$ cat src/include/host_domain_config.svh
////////////////////////////////////////////////////////////////////////////
// Host domain configuration
// Bus widths, credit count, L2 geometry and the region address map
////////////////////////////////////////////////////////////////////////////

`ifndef HOST_DOMAIN_CONFIG_SVH
`define HOST_DOMAIN_CONFIG_SVH

// Bus widths
`define HD_DATA_W 32
`define HD_ADDR_W 32

// Request queue depth and the host's credit count after reset
`define HD_CREDITS 4

// L2 geometry
`define HD_L2_BANKS      4
`define HD_L2_BANK_WORDS 64

// Region nibbles in address bits [31:28]
`define HD_L2_BASE     4'h0
`define HD_PERIPH_BASE 4'h1

`define HD_NUM_GPIO 16

`endif

$ cat src/logic/host_domain_pkg.sv
////////////////////////////////////////////////////////////////////////////
// Host domain types
// Request and response words, target request and the address union
////////////////////////////////////////////////////////////////////////////

`include "host_domain_config.svh"

package host_domain_pkg;

  localparam int unsigned BANK_W = $clog2(`HD_L2_BANKS);
  // Index is wider than a bank so stray addresses in the region stay visible
  localparam int unsigned L2_IDX_W = $clog2(`HD_L2_BANK_WORDS) + 2;
  localparam int unsigned L2_PAD_W = `HD_ADDR_W - 4 - L2_IDX_W - BANK_W - 2;
  localparam int unsigned PERIPH_PAD_W = `HD_ADDR_W - 4 - 2 - 2;
  localparam int unsigned STRB_W = `HD_DATA_W / 8;

  typedef enum logic [1:0] {
    GPIO_OUT = 2'd0,
    GPIO_DIR = 2'd1,
    GPIO_IN  = 2'd2,
    SCRATCH  = 2'd3
  } periph_reg_e;

  // Consecutive words land in consecutive banks
  typedef struct packed {
    logic [3:0]          region;
    logic [L2_PAD_W-1:0] unused;
    logic [L2_IDX_W-1:0] idx;
    logic [BANK_W-1:0]   bank;
    logic [1:0]          offset;
  } l2_addr_t;

  typedef struct packed {
    logic [3:0]              region;
    logic [PERIPH_PAD_W-1:0] unused;
    periph_reg_e             idx;
    logic [1:0]              offset;
  } periph_addr_t;

  typedef union packed {
    l2_addr_t     l2;
    periph_addr_t periph;
  } host_addr_u;

  typedef struct packed {
    logic                  write;
    host_addr_u            addr;
    logic [`HD_DATA_W-1:0] wdata;
    logic [STRB_W-1:0]     strb;
  } host_req_t;

  typedef struct packed {
    logic [`HD_DATA_W-1:0] rdata;
    logic                  err;
  } host_rsp_t;

  typedef struct packed {
    logic                  write;
    host_addr_u            addr;
    logic [`HD_DATA_W-1:0] wdata;
    logic [STRB_W-1:0]     strb;
  } tgt_req_t;

endpackage

$ cat src/logic/periph_regs.sv
////////////////////////////////////////////////////////////////////////////
// Peripheral registers
// GPIO output, direction and input registers plus a scratch word
////////////////////////////////////////////////////////////////////////////

`timescale 1ns/1ps

`include "host_domain_config.svh"

module periph_regs (
  input  logic                      clk_i,
  input  logic                      arst_n_i,
  input  host_domain_pkg::tgt_req_t tgt_req_i,
  input  logic                      sel_i,
  output logic [`HD_DATA_W-1:0]     rdata_o,
  input  logic [`HD_NUM_GPIO-1:0]   gpio_in_i,
  output logic [`HD_NUM_GPIO-1:0]   gpio_out_o,
  output logic [`HD_NUM_GPIO-1:0]   gpio_dir_o
);
  import host_domain_pkg::*;

  logic [`HD_NUM_GPIO-1:0] gpio_out_q;
  logic [`HD_NUM_GPIO-1:0] gpio_dir_q;
  logic [`HD_NUM_GPIO-1:0] gpio_in_q;
  logic [`HD_DATA_W-1:0]   scratch_q;
  logic [`HD_DATA_W-1:0]   read_word;
  periph_reg_e             reg_idx;
  logic                    wr_en;
  logic                    rd_en;

  assign reg_idx = tgt_req_i.addr.periph.idx;
  assign wr_en   = sel_i && tgt_req_i.write;
  assign rd_en   = sel_i && !tgt_req_i.write;

  // Whole word writes that leave the read only GPIO_IN alone
  always_ff @(posedge clk_i or negedge arst_n_i) begin
    if (!arst_n_i) begin
      gpio_out_q <= '0;
      gpio_dir_q <= '0;
      scratch_q  <= '0;
    end else if (wr_en) begin
      case (reg_idx)
        GPIO_OUT: gpio_out_q <= tgt_req_i.wdata[`HD_NUM_GPIO-1:0];
        GPIO_DIR: gpio_dir_q <= tgt_req_i.wdata[`HD_NUM_GPIO-1:0];
        SCRATCH:  scratch_q  <= tgt_req_i.wdata;
        default:  ;
      endcase
    end
  end

  always_comb begin
    read_word = '0;
    case (reg_idx)
      GPIO_OUT: read_word[`HD_NUM_GPIO-1:0] = gpio_out_q;
      GPIO_DIR: read_word[`HD_NUM_GPIO-1:0] = gpio_dir_q;
      GPIO_IN:  read_word[`HD_NUM_GPIO-1:0] = gpio_in_q;
      SCRATCH:  read_word = scratch_q;
      default:  read_word = '0;
    endcase
  end

  // Pin sampling and registered read data
  always_ff @(posedge clk_i) begin
    gpio_in_q <= gpio_in_i;
    if (rd_en) begin
      rdata_o <= read_word;
    end
  end

  assign gpio_out_o = gpio_out_q;
  assign gpio_dir_o = gpio_dir_q;

  assert property (@(posedge clk_i) !arst_n_i |-> !sel_i)
    else $error("Peripheral access while in reset");

endmodule

$ cat config.mk
export PLATFORM = sky130hd
export DESIGN_NAME = periph_regs
export DESIGN_NICKNAME = d
export VERILOG_FILES = /design/src/logic/host_domain_pkg.sv /design/src/logic/periph_regs.sv
export VERILOG_INCLUDE_DIRS = /design/src /design/src/include
export SDC_FILE = /design/constraint.sdc
export NUM_CORES = 1
export LEC_CHECK = 0
export BUFFER_PORTS_ARGS = -buffer_cell sky130_fd_sc_hd__buf_4
export CORE_ASPECT_RATIO = 0.5
export CORE_UTILIZATION = 35
export CTS_BUF_LIST = sky130_fd_sc_hd__clkbuf_16
export CTS_CLUSTER_SIZE = 10
export DETAILED_ROUTE_END_ITERATION = 8
export SLEW_MARGIN = 20
export SYNTH_ARGS = -nofsm -noshare
export SYNTH_HDL_FRONTEND = slang
export SYNTH_SLANG_ARGS = --single-unit
$ cat constraint.sdc
create_clock -name clk_i -period 1.8 [get_ports clk_i]
set_input_delay 0 -clock clk_i [delete_from_list [all_inputs] [get_ports clk_i]]
set_output_delay 0 -clock clk_i [all_outputs]
set_load 0.05 [all_outputs]
==> results.ini <==
[yosys]
synthSimpleGateAreaFrac_pct = 3.508
synth_area_per_cell_um2 = 18.78
synth_top_family_by_area = multiplexers
ys_warn_count = 0
seq_area_frac_synth_pct = 67.92
synthAdderAreaFrac_pct = 0
netlist_instances = 226
ys_ff_latch = 112
synth-compound-area-share_pct = 0
ys_types = 17
syn-num-nets = 314
syn_area_um2 = 4244
synth_xor_area_share_pct = 0
synth_mux_area_share_pct = 26.36

[floorplanning]
die_area_um2 = 12600
fp.dieW_um = 157.7
io_pins = 152
coreArea_um2 = 11380
rows = 27
fp.dieH_um = 79.87
start_util_pct = 37.28

[routing]
viasPerCell = 4.604
ant_nets = 0
route.detailed.drc = 0
drt-initial-drc-count = 64
drtPass1Iterations = 4
top_layer = met4
vias = 2578
met1_length_um = 4003
wl_met3_um = 370
finalWirelength_um = 9458
wl_met2_um = 4980
wire_per_inst_um = 16.89

[sta]
post-route-min-period_ns = 1.126
finalMaxSlewViolations = 0
setup_ws_ns = 0.6738
rsz0062_at_grt = no
timing_hold_violations_final = 0
hold_ws_ns = 0.05878
setup_viol_count_final = 0
timing.final.crit_share_pct = 62.57
skew_ns = 0.004966
fmax_ghz = 0.8879
setup_tns_ns = 0
maxSlewHeadroom_pct = 42.97
worst_slew_pin_slew_ns = 0.8555

[clock_tree]
ctsHoldBuffers = 49
clk_pin_slew_worst_paths_ns = 0.07
cts_buffer_depth = 2
htree_levels = 3
cts_sinks = 112
cts_buffers = 9
clkLatencyLatePin_ns = 0.34
post_cts_resized = 0
cts_tree = built
cts_setup_buffers = 0
clock-root-buffer = clkbuf_16

[place]
io_buffer_count = 117
place.gp.congestion = 0.6911
placed_cell_area_um2 = 5300
pre_cts_slack_ns = 0.4244

[cells_and_area]
final_cell_mix = buf_4 (123), dfrtp_1 (64), mux2_2 (52)
drive_above_1_share_pct = 54.36
diodes = 0
post-route-cell-area_um2 = 6058
n_fill_cell = 966
final_common_cell = buf_4
area_delta_synth_final_pct = 42.75
nets = 484

[power]
power_density_nw_per_um2 = 1143
ir_drop_uv = 403.8
power_leakage_nw = 2.675

[global_route]
grt_pass1_vias = 2848
grt_max_degree = 65
grt_pass1_wl_um = 15040
antenna_found_initial = 0
gr-usage-all-layers_pct = 16.13
grt-ovfl-total = 0

[critical_path]
r2r_slack_ns = 0.67
cp_cell_sequence = mux4_2
start_kind = flip-flop
arrival_ns = 1.21
max_stage_delay_ns = 0.46
crit_path_end_kind = flip-flop
path_buf_inv = 0
cp_max_fo = 3
crit_type = reg2reg
cp.required_ns = 1.88
cp_top_family = multiplexers
cp_slowest_cell = mux4_2

[run]
cap_violations = 0

[hold_path]
hp-class = in2reg

[run_status]
outcome = complete, no violations

==> logic make-up (layout without fill, tap and decap cells) <==
kind of cell / Yosys count / count (layout)
buf+inv: 14 / 189
flops: 112 / 112
mux: 80 / 80
simple gates: 20 / 20
==> stage by stage <==
step / total power [mW] / instances / utilization [%]
floorplan: 4.486 / 226 / -
global placement: 5.032 / 495 / 46.55
detailed placement: 5.110 / 495 / 46.55
CTS: 7.012 / 560 / 53.21
global route: 7.218 / 560 / 53.21
finish: 6.922 / 560 / 53.21
==> layout make-up <==
cell class / instances / area, um^2 / area share (%)
tap: 159 / 198.9 / 3.284
clock buffer: 9 / 225.2 / 3.717
sequential: 112 / 2883 / 47.58
timing repair buffer: 173 / 1434 / 23.67
multi-input combinational: 100 / 1275 / 21.04
clock inverter: 7 / 42.54 / 0.7022
==> final timing paths <==
path	start	endpoint	cells past startpoint
hold / removal	tgt_req_i[68]	rdata_o[13]	2
setup reg to reg	gpio_out_o[13]	rdata_o[13]	1
setup / recovery	gpio_out_o[13]	rdata_o[13]	1
min in group asynchronous	arst_n_i	gpio_dir_o[13]	2
hold reg to reg	scratch_q[21]	scratch_q[21]	1
max in group asynchronous	arst_n_i	scratch_q[11]	2
==> flip-flops by register name, summed over array words and instances (netlist names) <==
name	cells
rdata_o	32
scratch_q	32
gpio_dir_o	16
gpio_in_q	16
gpio_out_o	16
==> power by group <==
| group | switching, mW | internal, mW |
|---|---|---|
| sequential | 0.226 | 3.03 |
| clock | 0.870 | 0.926 |
| combinational | 1.07 | 0.798 |
==> Yosys cell counts, drive strengths merged <==
cell,count,area (um^2)
and4bb,1,12.51
nand4,1,6.260
nor2b,1,6.260
mux2,64,758.2
clkbuf,3,11.26
mux4,16,360.4
dfrtp,64,1602
dfxtp,16,320.3
nand4b,1,23.77
buf,11,82.57
edfxtp,32,960.9
and3,16,100.1
==> per-layer routing <==
| layer | GRT usage [%] | vias up |
|---|---|---|
| met3 | 3.855 | 8 |
| met4 | 5.049 | 0 |
| met2 | 29.12 | 58 |
| li1 | - | 1183 |
| met5 | 0 | - |
| met1 | 19.06 | 1329 |
(Power assumes the default switching activity.)
