--- src/include/host_domain_config.svh ---
////////////////////////////////////////////////////////////////////////////
// Host domain configuration
// Bus widths, credit count, L2 geometry and the region address map
////////////////////////////////////////////////////////////////////////////

`ifndef HOST_DOMAIN_CONFIG_SVH
`define HOST_DOMAIN_CONFIG_SVH

// Bus widths
`define HD_DATA_W 32
`define HD_ADDR_W 32

// Request queue depth and the host's credit count after reset
`define HD_CREDITS 4

// L2 geometry
`define HD_L2_BANKS      4
`define HD_L2_BANK_WORDS 64

// Region nibbles in address bits [31:28]
`define HD_L2_BASE     4'h0
`define HD_PERIPH_BASE 4'h1

`define HD_NUM_GPIO 16

`endif

--- src/logic/host_domain_pkg.sv ---
////////////////////////////////////////////////////////////////////////////
// Host domain types
// Request and response words, target request and the address union
////////////////////////////////////////////////////////////////////////////

`include "host_domain_config.svh"

package host_domain_pkg;

  localparam int unsigned BANK_W = $clog2(`HD_L2_BANKS);
  // Index is wider than a bank so stray addresses in the region stay visible
  localparam int unsigned L2_IDX_W = $clog2(`HD_L2_BANK_WORDS) + 2;
  localparam int unsigned L2_PAD_W = `HD_ADDR_W - 4 - L2_IDX_W - BANK_W - 2;
  localparam int unsigned PERIPH_PAD_W = `HD_ADDR_W - 4 - 2 - 2;
  localparam int unsigned STRB_W = `HD_DATA_W / 8;

  typedef enum logic [1:0] {
    GPIO_OUT = 2'd0,
    GPIO_DIR = 2'd1,
    GPIO_IN  = 2'd2,
    SCRATCH  = 2'd3
  } periph_reg_e;

  // Consecutive words land in consecutive banks
  typedef struct packed {
    logic [3:0]          region;
    logic [L2_PAD_W-1:0] unused;
    logic [L2_IDX_W-1:0] idx;
    logic [BANK_W-1:0]   bank;
    logic [1:0]          offset;
  } l2_addr_t;

  typedef struct packed {
    logic [3:0]              region;
    logic [PERIPH_PAD_W-1:0] unused;
    periph_reg_e             idx;
    logic [1:0]              offset;
  } periph_addr_t;

  typedef union packed {
    l2_addr_t     l2;
    periph_addr_t periph;
  } host_addr_u;

  typedef struct packed {
    logic                  write;
    host_addr_u            addr;
    logic [`HD_DATA_W-1:0] wdata;
    logic [STRB_W-1:0]     strb;
  } host_req_t;

  typedef struct packed {
    logic [`HD_DATA_W-1:0] rdata;
    logic                  err;
  } host_rsp_t;

  typedef struct packed {
    logic                  write;
    host_addr_u            addr;
    logic [`HD_DATA_W-1:0] wdata;
    logic [STRB_W-1:0]     strb;
  } tgt_req_t;

endpackage

--- src/logic/host_xbar.sv ---
////////////////////////////////////////////////////////////////////////////
// Host crossbar
// Credit managed request queue, region decode to L2 or peripherals,
// and in-order response return one cycle after the target access
////////////////////////////////////////////////////////////////////////////

`timescale 1ns/1ps

`include "host_domain_config.svh"

module host_xbar (
  input  logic                       clk_i,
  input  logic                       arst_n_i,
  input  logic                       req_valid_i,
  input  host_domain_pkg::host_req_t req_i,
  output logic                       credit_o,
  output logic                       rsp_valid_o,
  output host_domain_pkg::host_rsp_t rsp_o,
  output host_domain_pkg::tgt_req_t  tgt_req_o,
  output logic                       l2_sel_o,
  output logic                       periph_sel_o,
  input  logic [`HD_DATA_W-1:0]      l2_rdata_i,
  input  logic [`HD_DATA_W-1:0]      periph_rdata_i
);
  import host_domain_pkg::*;

  localparam int unsigned DEPTH = `HD_CREDITS;
  localparam int unsigned PTR_W = $clog2(DEPTH);
  localparam int unsigned CNT_W = $clog2(DEPTH + 1);

  host_req_t        fifo_mem [DEPTH];
  logic [PTR_W-1:0] wr_ptr_q;
  logic [PTR_W-1:0] rd_ptr_q;
  logic [CNT_W-1:0] count_q;
  logic             push;
  logic             pop;
  logic             fifo_full;
  host_req_t        head;
  logic             hit_l2;
  logic             hit_periph;
  logic             rsp_valid_q;
  logic             rsp_l2_q;
  logic             rsp_periph_q;
  logic             rsp_err_q;
  logic             credit_q;

  // The host only pushes while holding a credit, so no ready is needed
  assign push      = req_valid_i;
  assign pop       = (count_q != '0);
  assign fifo_full = (count_q == CNT_W'(DEPTH));
  assign head      = fifo_mem[rd_ptr_q];

  always_ff @(posedge clk_i) begin
    if (push) begin
      fifo_mem[wr_ptr_q] <= req_i;
    end
  end

  always_ff @(posedge clk_i or negedge arst_n_i) begin
    if (!arst_n_i) begin
      wr_ptr_q <= '0;
      rd_ptr_q <= '0;
      count_q  <= '0;
    end else begin
      if (push) begin
        wr_ptr_q <= (wr_ptr_q == PTR_W'(DEPTH - 1)) ? '0 : wr_ptr_q + 1'b1;
      end
      if (pop) begin
        rd_ptr_q <= (rd_ptr_q == PTR_W'(DEPTH - 1)) ? '0 : rd_ptr_q + 1'b1;
      end
      count_q <= count_q + CNT_W'(push) - CNT_W'(pop);
    end
  end

  // Region decode on the queue head
  assign hit_l2     = (head.addr.l2.region == `HD_L2_BASE);
  assign hit_periph = (head.addr.l2.region == `HD_PERIPH_BASE);

  assign tgt_req_o = '{write: head.write, addr: head.addr, wdata: head.wdata,
                       strb: head.strb};
  assign l2_sel_o     = pop && hit_l2;
  assign periph_sel_o = pop && hit_periph;

  // Tracks who answers the access made at the pop edge
  always_ff @(posedge clk_i or negedge arst_n_i) begin
    if (!arst_n_i) begin
      rsp_valid_q  <= 1'b0;
      rsp_l2_q     <= 1'b0;
      rsp_periph_q <= 1'b0;
      rsp_err_q    <= 1'b0;
      credit_q     <= 1'b0;
    end else begin
      rsp_valid_q  <= pop;
      rsp_l2_q     <= pop && hit_l2 && !head.write;
      rsp_periph_q <= pop && hit_periph && !head.write;
      rsp_err_q    <= pop && !hit_l2 && !hit_periph;
      credit_q     <= pop;
    end
  end

  assign credit_o    = credit_q;
  assign rsp_valid_o = rsp_valid_q;

  // Writes and unmapped accesses return zero data
  always_comb begin
    rsp_o.err = rsp_err_q;
    if (rsp_l2_q) begin
      rsp_o.rdata = l2_rdata_i;
    end else if (rsp_periph_q) begin
      rsp_o.rdata = periph_rdata_i;
    end else begin
      rsp_o.rdata = '0;
    end
  end

  // A push into a full queue means the host spent a credit it did not hold
  assert property (@(posedge clk_i) disable iff (!arst_n_i) !(push && fifo_full))
    else $error("Host credit violation, request pushed into a full queue");

endmodule

--- config.mk ---
export PLATFORM = sky130hd
export DESIGN_NAME = host_xbar
export DESIGN_NICKNAME = d
export VERILOG_FILES = /design/src/logic/host_domain_pkg.sv /design/src/logic/host_xbar.sv
export VERILOG_INCLUDE_DIRS = /design/src /design/src/include
export SDC_FILE = /design/constraint.sdc
export NUM_CORES = 1
export LEC_CHECK = 0
export BUFFER_PORTS_ARGS = -buffer_cell sky130_fd_sc_hd__buf_4
export CAP_MARGIN = 25
export CORE_ASPECT_RATIO = 1.1
export CORE_MARGIN = 3
export CORE_UTILIZATION = 53
export DETAILED_ROUTE_END_ITERATION = 6
export GPL_TIMING_DRIVEN = 0
export PLACE_DENSITY = 0.78
export SLEW_MARGIN = 40
export SYNTH_ARGS = -nofsm -noshare
export SYNTH_HDL_FRONTEND = slang
export SYNTH_SLANG_ARGS = --single-unit
--- constraint.sdc ---
create_clock -name clk_i -period 6.2 [get_ports clk_i]
set_input_delay 0.31 -clock clk_i [delete_from_list [all_inputs] [get_ports clk_i]]
set_output_delay 0.31 -clock clk_i [all_outputs]
set_load 0.02 [all_outputs]
==> metrics.md, run 1 <==
| Metric | Value |
|---|---|
| Vias in the first global route | `6463` |
| RR Startpoint | `count_q[1]` |
| Static Leakage | `~5.4 nW` |
| Hold Crit Start | `req_i[29]` |
| YS warnings | `0` |
| CTS Buf Count | `27` |
| FFs w/ async S/R, synth | `0.0383` |
| Layout area overhead | `35.9%` |
| IR drop worst, VDD | `~0.00032 V` |
| R2R depth | `8` |
| Post-synth net total | `~600` |
| Distinct cells, synth | `24` |
| GP Congestion | `0.729` |
| Buffers added on ports | `between 200 and 250` |
| Post-layout net count | `944` |
| CTS root buf | `clkbuf_16` |
| Synthesis-stage register bit count | `approximately 290` |
| Top post-synthesis cells by area | `edfxtp_1 77%, mux4_2 14%, dfrtp_1 2.5%` |
| Slew @ Worst Pin | `just over 700 ps` |
| Via count | `a little under 6000` |
| Ports | `about 240` |
| Area leader, netlist | `edfxtp_1` |
| Largest net degree at the start of global routing | `28` |
| Clk_lat worst skew | `~520 ps` |
| Drt total wl | `between 20 and 25 mm` |
| Avg WL per Cell | `~23 um` |
| Antenna Nets Post-Route | `0` |
| Floorplan row count | `54` |
| Critical Path RT | `~5900 ps` |
| CP startpoint kind | `flip-flop` |
| Hold Vio Cnt, Final | `0` |
| Drt pass-1 iters | `4` |
| Cells after synthesis | `about 450` |
| Skew final | `around 13 ps` |
| Post-CTS Setup Bufs | `0` |
| Reg2reg setup slack | `roughly 3800 ps` |
| Cts hold-fix bufs | `68` |
| Core Footprint | `~20000 um^2` |
| Share of cells above drive strength 1 | `0.460` |
| RSZ-0062 raised after global routing | `false` |
| Hold WC Path Type | `input port to flip-flop` |
| Final setup viols | `0` |
| Die width | `142 um` |
| Die height | `156 um` |
| DIE AREA | `approximately 22000 um^2` |
| Max Cap Violations | `0` |
| Worst Hold End | `fifo_mem[3][29]` |
| Grt ovf | `0` |
| Period minus WS final | `approximately 3100 ps` |
| Final TNS setup | `0 ps` |
| Clock buffer depth | `3` |
| Top-area cell type share of the netlist area | `0.767` |
| Seq/Total Area, Yosys | `0.793` |
| Clock slew at reported path FFs | `~60 ps` |
| Fmax | `between 300 and 400 MHz` |
| Tcrit/Tclk final | `0.498` |
| Iter 0 DRT Violations | `between 300 and 400` |
| CP arrival | `2780 ps` |
| Number of flops mapped to enable cells by yosys | `276` |
| CTS tree | `yes` |
| Residual DRC | `0` |
| Commonest cells in the netlist | `276 x edfxtp_1, 69 x mux4_2, 31 x a22o_1` |
| CTS sink count | `~290` |
| Slew HR | `0.531` |
| CTS resizes | `0` |
| Htree depth | `1` |
| Fill cells | `approximately 1200` |
| Tot GR Track Use | `0.222` |
| Avg Vias per Cell | `around 5.6` |
| Synth Flop Type | `edfxtp_1` |
| Crit Reg-Reg Endpoint | `count_q[2]` |
| Hold Crit Depth | `1` |
| Worst Path Class, Setup | `flip-flop to output port` |
| Placed Area | `between 10000 and 15000 um^2` |
| Post-Synthesis Cell Area | `10800 um^2` |
| P per Cell Area | `about 450 nW/um^2` |
| First-pass GRT wire length | `between 30 and 40 mm` |
| Synth Area per Inst | `about 24 um^2` |
| CP endpoint kind | `output port` |
| Post-route cell area | `between 10000 and 15000 um^2` |
| Status | `finished clean` |
| Antenna violations before repair | `0` |
| Starting Density | `0.542` |
| Fin. max-slew vios | `0` |
| Cell with the most instances after synthesis | `edfxtp_1` |
| Max FO, Critical Path | `10` |
| Final HPWL DP | `15.9 mm` |
worst max path at each step:
| stage | from | endpoint | slack [ps] | depth (start not counted) |
|---|---|---|---|---|
| after floorplan | wr_ptr_q[0] | fifo_mem[0][0] | 3520 | 3 |
| after global placement | wr_ptr_q[0] | fifo_mem[0][27] | 2370 | 3 |
| after detailed placement | rd_ptr_q[1] | tgt_req_o[29] | 3640 | 5 |
| after CTS | rd_ptr_q[1] | tgt_req_o[27] | 3050 | 5 |
| after global routing | rd_ptr_q[1] | tgt_req_o[27] | 2940 | 5 |
| final | rd_ptr_q[1] | tgt_req_o[27] | 3110 | 5 |
state kept, by name, summed over array words and instances, names as in the netlist:
register and flops:
fifo_mem 276, count_q 3, rsp_periph_q 1, rsp_l2_q 1, credit_o 1, wr_ptr_q 2, rsp_err_q 1, rd_ptr_q 2
layer usage:
| layer | vias up | share of wire | global-route usage | routed length [um] |
|---|---|---|---|---|
| li1 | 2617 | - | - | - |
| met1 | 3011 | 0.35 | 0.256 | 8640 |
| met5 | - | 0 | 0 | 0 |
| met2 | 281 | 0.54 | 0.414 | 13400 |
| met3 | 50 | 0.078 | 0.0512 | 1910 |
| met4 | 0 | 0.026 | 0.0590 | 642 |
cell type report:
class / instances / area, um^2 / share of cell area
flip-flops and latches: 287 / 8560 / 0.583
repair buffers: 317 / 2650 / 0.181
multi-input cells: 134 / 2100 / 0.143
clock buffers: 39 / 772 / 0.0526
well taps: 252 / 315 / 0.0215
clock inverters: 10 / 126 / 0.00861
plain buffers: 25 / 119 / 0.00810
inverters: 8 / 30.0 / 0.00205
diodes: 1 / 2.50 / 0.000170
where the power goes:
| part | internal [mW] | switching [mW] | total, mW |
|---|---|---|---|
| Clock | 0.988 | 0.664 | 1.65 |
| Combinational | 1.11 | 1.32 | 2.44 |
| Sequential | 2.49 | 0.0819 | 2.57 |
cells in the final DEF (no fill, tap or decap), drive strengths merged, types with 4 or more instances in the layout:
cell         synthesis  final
clkbuf              12     51
a22o                31     31
clkinv               0      6
inv                  8      8
dfrtp               11     11
nor3                 5      5
edfxtp             276    276
nand2                4      4
and2                 4      4
buf                 13    262
mux4                69     69
ha                   7      7
dlygate4sd3          0     68
nor2                 4      4
worst max-delay path, stage by stage (launching register included):
cell,delay (ps)
dfrtp_1,350
clkbuf_1,360
buf_2,360
clkbuf_1,580
mux4_2,440
buf_4,180
kinds of logic (layout without fill, tap and decap cells):
group                      Yosys count  in the layout  synth area share
buffers and inverters               33            399            0.0137
AOI/OAI and AO/OA                   35             35            0.0272
other                                0              1                 0
DFF                                287            287             0.793
muxes                               70             70             0.145
xor gates and xnor gates             2              2           0.00162
and+or+nand+nor                     19             19           0.00996
adders and majority gates            8              8           0.00996
stage by stage:
step / utilization / instances / power (mW) / setup slack (ps) / hold WS, ps
after detailed placement: 0.657 / 955 / 5.03 / 3640 / 155
after floorplan: - / 454 / 4.05 / 3520 / 14.4
after global routing: 0.736 / 1072 / 6.95 / 2940 / 1.55
after CTS: 0.736 / 1072 / 6.72 / 3050 / 1.71
after global placement: 0.649 / 947 / 4.95 / 2370 / 150
final: 0.737 / 1073 / 6.66 / 3110 / 18.9
Note: power is estimated with default switching activity, not from simulation.
==> inputs of run 2 (changes only) <==
- CORE_UTILIZATION: 53 -> 49
- PLACE_DENSITY: 0.78 -> 0.76
- clock period: 6.2 -> 2.6 ns (I/O delays scaled with it)
==> metrics.md, run 2 (synthesis gave the netlist of run 1 again) <==
| Metric | Value |
|---|---|
| Status | `finished clean` |
| Hold Crit Depth | `2` |
| Htree depth | `1` |
| DIE AREA | `~24000 um^2` |
| Iter 0 DRT Violations | `295` |
| Largest register FFs | `around 280` |
| Layout area overhead | `37.4%` |
| Hold Vio Cnt, Final | `0` |
| Antenna violations before repair | `1` |
| Largest net degree at the start of global routing | `30` |
| CTS tree | `yes` |
| Final core occ | `0.690` |
| Critical Path RT | `roughly 2500 ps` |
| Fin. max-slew vios | `0` |
| RSZ-0062 raised after global routing | `true` |
| Worst Hold End | `fifo_mem[0][30]` |
| Power Total | `16.0 mW` |
| Post-layout net count | `954` |
| Residual DRC | `0` |
| Avg WL per Cell | `between 20 and 25 um` |
| Share of cells above drive strength 1 | `0.469` |
| Most frequent cells in the layout | `276 x edfxtp_1, 253 x buf_4, 72 x dlygate4sd3_1, 69 x mux4_2, 31 x a22o_1` |
| Min Hold Slack | `about 350 ps` |
| Dpl cells | `around 990` |
| Starting Density | `0.502` |
| CTS sink count | `287` |
| Worst Path Class, Setup | `flip-flop to output port` |
| GP Congestion | `0.944` |
| Slew @ Worst Pin | `roughly 690 ps` |
| CTS root buf | `clkbuf_16` |
| CP startpoint kind | `flip-flop` |
| Final setup viols | `0` |
| CP arrival | `2430 ps` |
| Hold Crit Start | `req_i[30]` |
| Slew HR | `0.537` |
| Static Leakage | `~5.4 nW` |
| Tcrit/Tclk final | `0.985` |
| Max Cap Violations | `0` |
| Antenna Nets Post-Route | `0` |
| Finished Layout Cells | `1122` |
| Avg Vias per Cell | `5.31` |
| IR drop worst, VDD | `0.000736 V` |
| Skew final | `~13 ps` |
| CP endpoint kind | `output port` |
| First-pass GRT wire length | `between 30 and 40 mm` |
| Register name with the most flops | `fifo_mem` |
| Fmax | `around 390 MHz` |
| Crit Reg-Reg Endpoint | `count_q[2]` |
| Ports | `roughly 240` |
| Drt pass-1 iters | `4` |
| Vias in the first global route | `roughly 6600` |
| P per Cell Area | `about 1100 nW/um^2` |
| Most common cell after layout, fill and taps aside | `edfxtp_1` |
| Die height | `about 160 um` |
| Period minus WS final | `between 2000 and 3000 ps` |
| R2R depth | `8` |
| Drt total wl | `about 25 mm` |
| Top Registers | `fifo_mem x276, count_q x3` |
| Clock buffer depth | `3` |
| Max FO, Critical Path | `6` |
| Die width | `about 150 um` |
| Floorplan row count | `56` |
| Final HPWL DP | `around 16 mm` |
| Grt ovf | `0` |
| Tot GR Track Use | `0.205` |
| Core Footprint | `approximately 22000 um^2` |
| Hold WC Path Type | `input port to flip-flop` |
| Clk_lat worst skew | `approximately 520 ps` |
| RR Startpoint | `count_q[1]` |
| Via count | `roughly 6000` |
| Clock slew at reported path FFs | `60 ps` |
| CTS Buf Count | `27` |
| Buffers added on ports | `241` |
| Reg2reg setup slack | `340 ps` |
-- run 2: cell types whose count changed in the layout (fill, tap and decap cells not counted), sizes merged --
| cell | before | now |
|---|---|---|
| inv | 8 | 10 |
| dlygate4sd3 | 68 | 72 |
| clkinv | 6 | 4 |
| buf | 262 | 269 |
-- run 2: per-layer routing --
layer  wire [um]  global-route usage
met5           0                   0
met4         593              0.0602
met3        1740              0.0407
met2       13700               0.392
met1        8700               0.233
-- run 2: per-stage QoR --
| step | cell area (um^2) | setup WS [ps] | TNS, ps |
|---|---|---|---|
| 6_report | 14800 | 38.4 | 0 |
| 5_1_grt | 14800 | -49.0 | -85.7 |
| 4_1_cts | 14800 | 7.33 | 0 |
| 3_5_place_dp | 13100 | 91.1 | 0 |
| 3_3_place_gp | 13000 | -1160 | -79920 |
| 2_1_floorplan | 10800 | 2.79 | 0 |
-- run 2: how the worst max path moves through the flow --
stage          slack, ps        start               to  depth (start not counted)
3_3_place_gp       -1160  wr_ptr_q[0]  fifo_mem[3][29]                          2
2_1_floorplan          3  wr_ptr_q[0]   fifo_mem[3][0]                          2
5_1_grt              -50  rd_ptr_q[0]     periph_sel_o                          5
3_5_place_dp          90  rd_ptr_q[1]    tgt_req_o[16]                          5
6_report              40  rd_ptr_q[0]     periph_sel_o                          5
4_1_cts                7  rd_ptr_q[0]     periph_sel_o                          5
-- run 2: timing repair --
item / 4_1_cts / 5_1_grt
setup endpoints to repair: 54 / 5
pin swaps: 1 / 1
gates resized for setup: 12 / 5
endpoints found under the hold margin: 290 / 0
buffers inserted: 6 / 1
hold buffers: 72 / 0
-- run 2: power by group --
| part | total [mW] | internal [mW] | switching, mW |
|---|---|---|---|
| Sequential | 6.15 | 5.93 | 0.215 |
| Clock | 3.87 | 2.28 | 1.58 |
| Combinational | 5.97 | 2.77 | 3.20 |
-- run 2: area by class of cell --
cell class,instances,area (um^2)
Timing Repair Buffer,328,2750
Inverter,8,30.0
Buffer,24,134
Tap cell,290,363
Fill cell,1338,6670
Antenna cell,1,2.50
Multi-Input combinational cell,134,2120
Clock inverter,10,133
Clock buffer,40,744
Sequential cell,287,8560
-- run 2: worst max-delay path: stages, from the launching register on --
cell and delay (ps):
dfrtp_1 380, buf_6 150, mux4_2 530, or4_4 590, nor2_2 120, buf_6 130
==> inputs of run 3 (changes only) <==
- CORE_ASPECT_RATIO: 1.1 -> unset
- CORE_UTILIZATION: 49 -> 53
- PLACE_DENSITY: 0.76 -> 0.78
- SLEW_MARGIN: 40 -> 20
- clock period: 2.6 -> 2.7 ns (I/O delays scaled with it)
==> metrics.md, run 3 (synthesis gave the netlist of run 1 again) <==
| Metric | Value |
|---|---|
| Largest net degree at the start of global routing | `43` |
| Share of cells above drive strength 1 | `0.466` |
| Tcrit/Tclk final | `0.961` |
| P_sw | `between 4 and 5 mW` |
| Placed Area | `around 13000 um^2` |
| Max FO, Critical Path | `8` |
| IR drop worst, VDD | `around 0.00084 V` |
| Static Leakage | `approximately 5.4 nW` |
| Residual DRC | `0` |
| Fmax | `a little under 400 MHz` |
| Drt pass-1 iters | `6` |
| Avg Vias per Cell | `around 5.5` |
| Slew HR | `0.547` |
| Htree depth | `1` |
| Register name with the most flops | `fifo_mem` |
| Clock buffer depth | `3` |
| Clock slew at reported path FFs | `roughly 70 ps` |
| Antenna Nets Post-Route | `0` |
| Finished Layout Cells | `about 1100` |
| CTS tree | `yes` |
| Grt ovf | `0` |
| Most common cell after layout, fill and taps aside | `edfxtp_1` |
| First-pass GRT wire length | `between 30 and 40 mm` |
| Ports | `around 240` |
| Max Cap Violations | `0` |
| Fin. max-slew vios | `0` |
| CTS root buf | `clkbuf_16` |
| CP startpoint kind | `flip-flop` |
| Slew @ Worst Pin | `roughly 670 ps` |
| Layout area overhead | `36.6%` |
| Final setup viols | `0` |
| Comb pwr share | `0.370` |
| Min Hold Slack | `between 300 and 400 ps` |
| Status | `finished clean` |
| Via count | `5999` |
| Starting Density | `0.548` |
| RSZ-0062 raised after global routing | `false` |
| Post-route cell area | `~15000 um^2` |
| CTS sink count | `~290` |
| DIE AREA | `22100 um^2` |
| GP Congestion | `0.718` |
| CP arrival | `roughly 2500 ps` |
| Antenna violations before repair | `2` |
| Die width | `approximately 150 um` |
| Buffers added on ports | `~240` |
| Reg power frac | `0.386` |
| Die height | `149 um` |
| CTS Buf Count | `28` |
| Hold WC Path Type | `input port to flip-flop` |
| Worst Path Class, Setup | `flip-flop to output port` |
| Final HPWL DP | `16.0 mm` |
| Post-layout net count | `about 950` |
| Hold Vio Cnt, Final | `0` |
| Floorplan row count | `51` |
| Sw Ratio | `0.313` |
| Skew final | `12.5 ps` |
| Most frequent cells in the layout | `276 x edfxtp_1, 251 x buf_4, 72 x dlygate4sd3_1, 69 x mux4_2, 31 x a22o_1` |
| Clk_lat worst skew | `about 520 ps` |
| Vias in the first global route | `about 6700` |
| Core Footprint | `about 20000 um^2` |
| Clock share of power | `0.244` |
| Period minus WS final | `~2600 ps` |
| Avg WL per Cell | `approximately 23 um` |
| CP endpoint kind | `output port` |
| Internal power | `~11 mW` |
| Top Registers | `fifo_mem x276, count_q x3` |
| Tot GR Track Use | `0.226` |
| Critical Path RT | `~2600 ps` |
| Dpl cells | `slightly below 1000` |
| Iter 0 DRT Violations | `between 200 and 300` |
| Drt total wl | `between 20 and 30 mm` |
| Largest register FFs | `276` |
| P per Cell Area | `between 1000 and 1500 nW/um^2` |
==> run 3: cell count changes in the layout (fill, tap and decap cells not counted), sizes merged <==
| cell | before | now |
|---|---|---|
| clkbuf | 51 | 55 |
| buf | 269 | 260 |
| clkinv | 4 | 7 |
| clkinvlp | 1 | 2 |
| bufinv | 3 | 2 |
| inv | 10 | 8 |
| diode | 1 | 2 |
==> run 3: path summary, 6_finish.rpt <==
path	from	endpoint	slack, ps	cells past startpoint
worst max-delay path	rd_ptr_q[0]	periph_sel_o	110	5
worst min-delay path	req_i[3]	fifo_mem[2][3]	350	2
worst max register to register	count_q[1]	count_q[2]	250	8
worst min register to register	count_q[1]	count_q[2]	600	2
max in group asynchronous	arst_n_i	wr_ptr_q[1]	1660	3
min in group asynchronous	arst_n_i	credit_o	670	3
==> run 3: layout make-up <==
cell class / count / area [um^2]
Fill cell: 1102 / 4960
Antenna cell: 2 / 5.00
Buffer: 24 / 134
Tap cell: 265 / 332
Timing Repair Buffer: 322 / 2680
Multi-Input combinational cell: 134 / 2120
Inverter: 8 / 30.0
Clock inverter: 11 / 108
Sequential cell: 287 / 8560
Clock buffer: 41 / 791
==> run 3: stage by stage <==
step | setup TNS (ps) | total power, mW | utilization | worst slack [ps]
CTS | -2190 | 15.4 | 0.745 | -92.3
floorplan | 0 | 9.31 | - | 24.9
finish | 0 | 15.3 | 0.748 | 106
global placement | -315240 | 11.4 | 0.656 | -1180
global route | 0 | 16.0 | 0.748 | 6.06
detailed placement | 0 | 11.5 | 0.663 | 224
==> run 3: power by group through the flow <==
stage                     Clock [mW]  Sequential [mW]  Combinational [mW]
final                           3.74             5.92                5.68
after detailed placement           0             5.99                5.56
after floorplan                    0             5.97                3.34
after CTS                       3.81             5.92                5.68
after global placement             0             6.02                5.35
after global routing            4.02             5.97                6.03
==> run 3: per-layer routing <==
metal,routed length [um],GRT usage,share of wire
met5,0,0,0
met4,601,0.0650,0.024
met3,2030,0.0559,0.081
met2,13900,0.433,0.56
met1,8540,0.249,0.34
==> run 3: critical path, cell delays in order (launching register included) <==
cell	delay, ps
dfrtp_1	360
buf_6	150
mux4_2	540
or4_4	610
nor2_4	130
buf_4	150
==> run 3: timing repair <==
action                                 4_1_cts  5_1_grt
pin swaps                                    0        1
buffers inserted                             1        4
resized for setup                            7       12
hold buffers                                72        0
setup endpoints to repair                   51       50
endpoints found under the hold margin      290        0
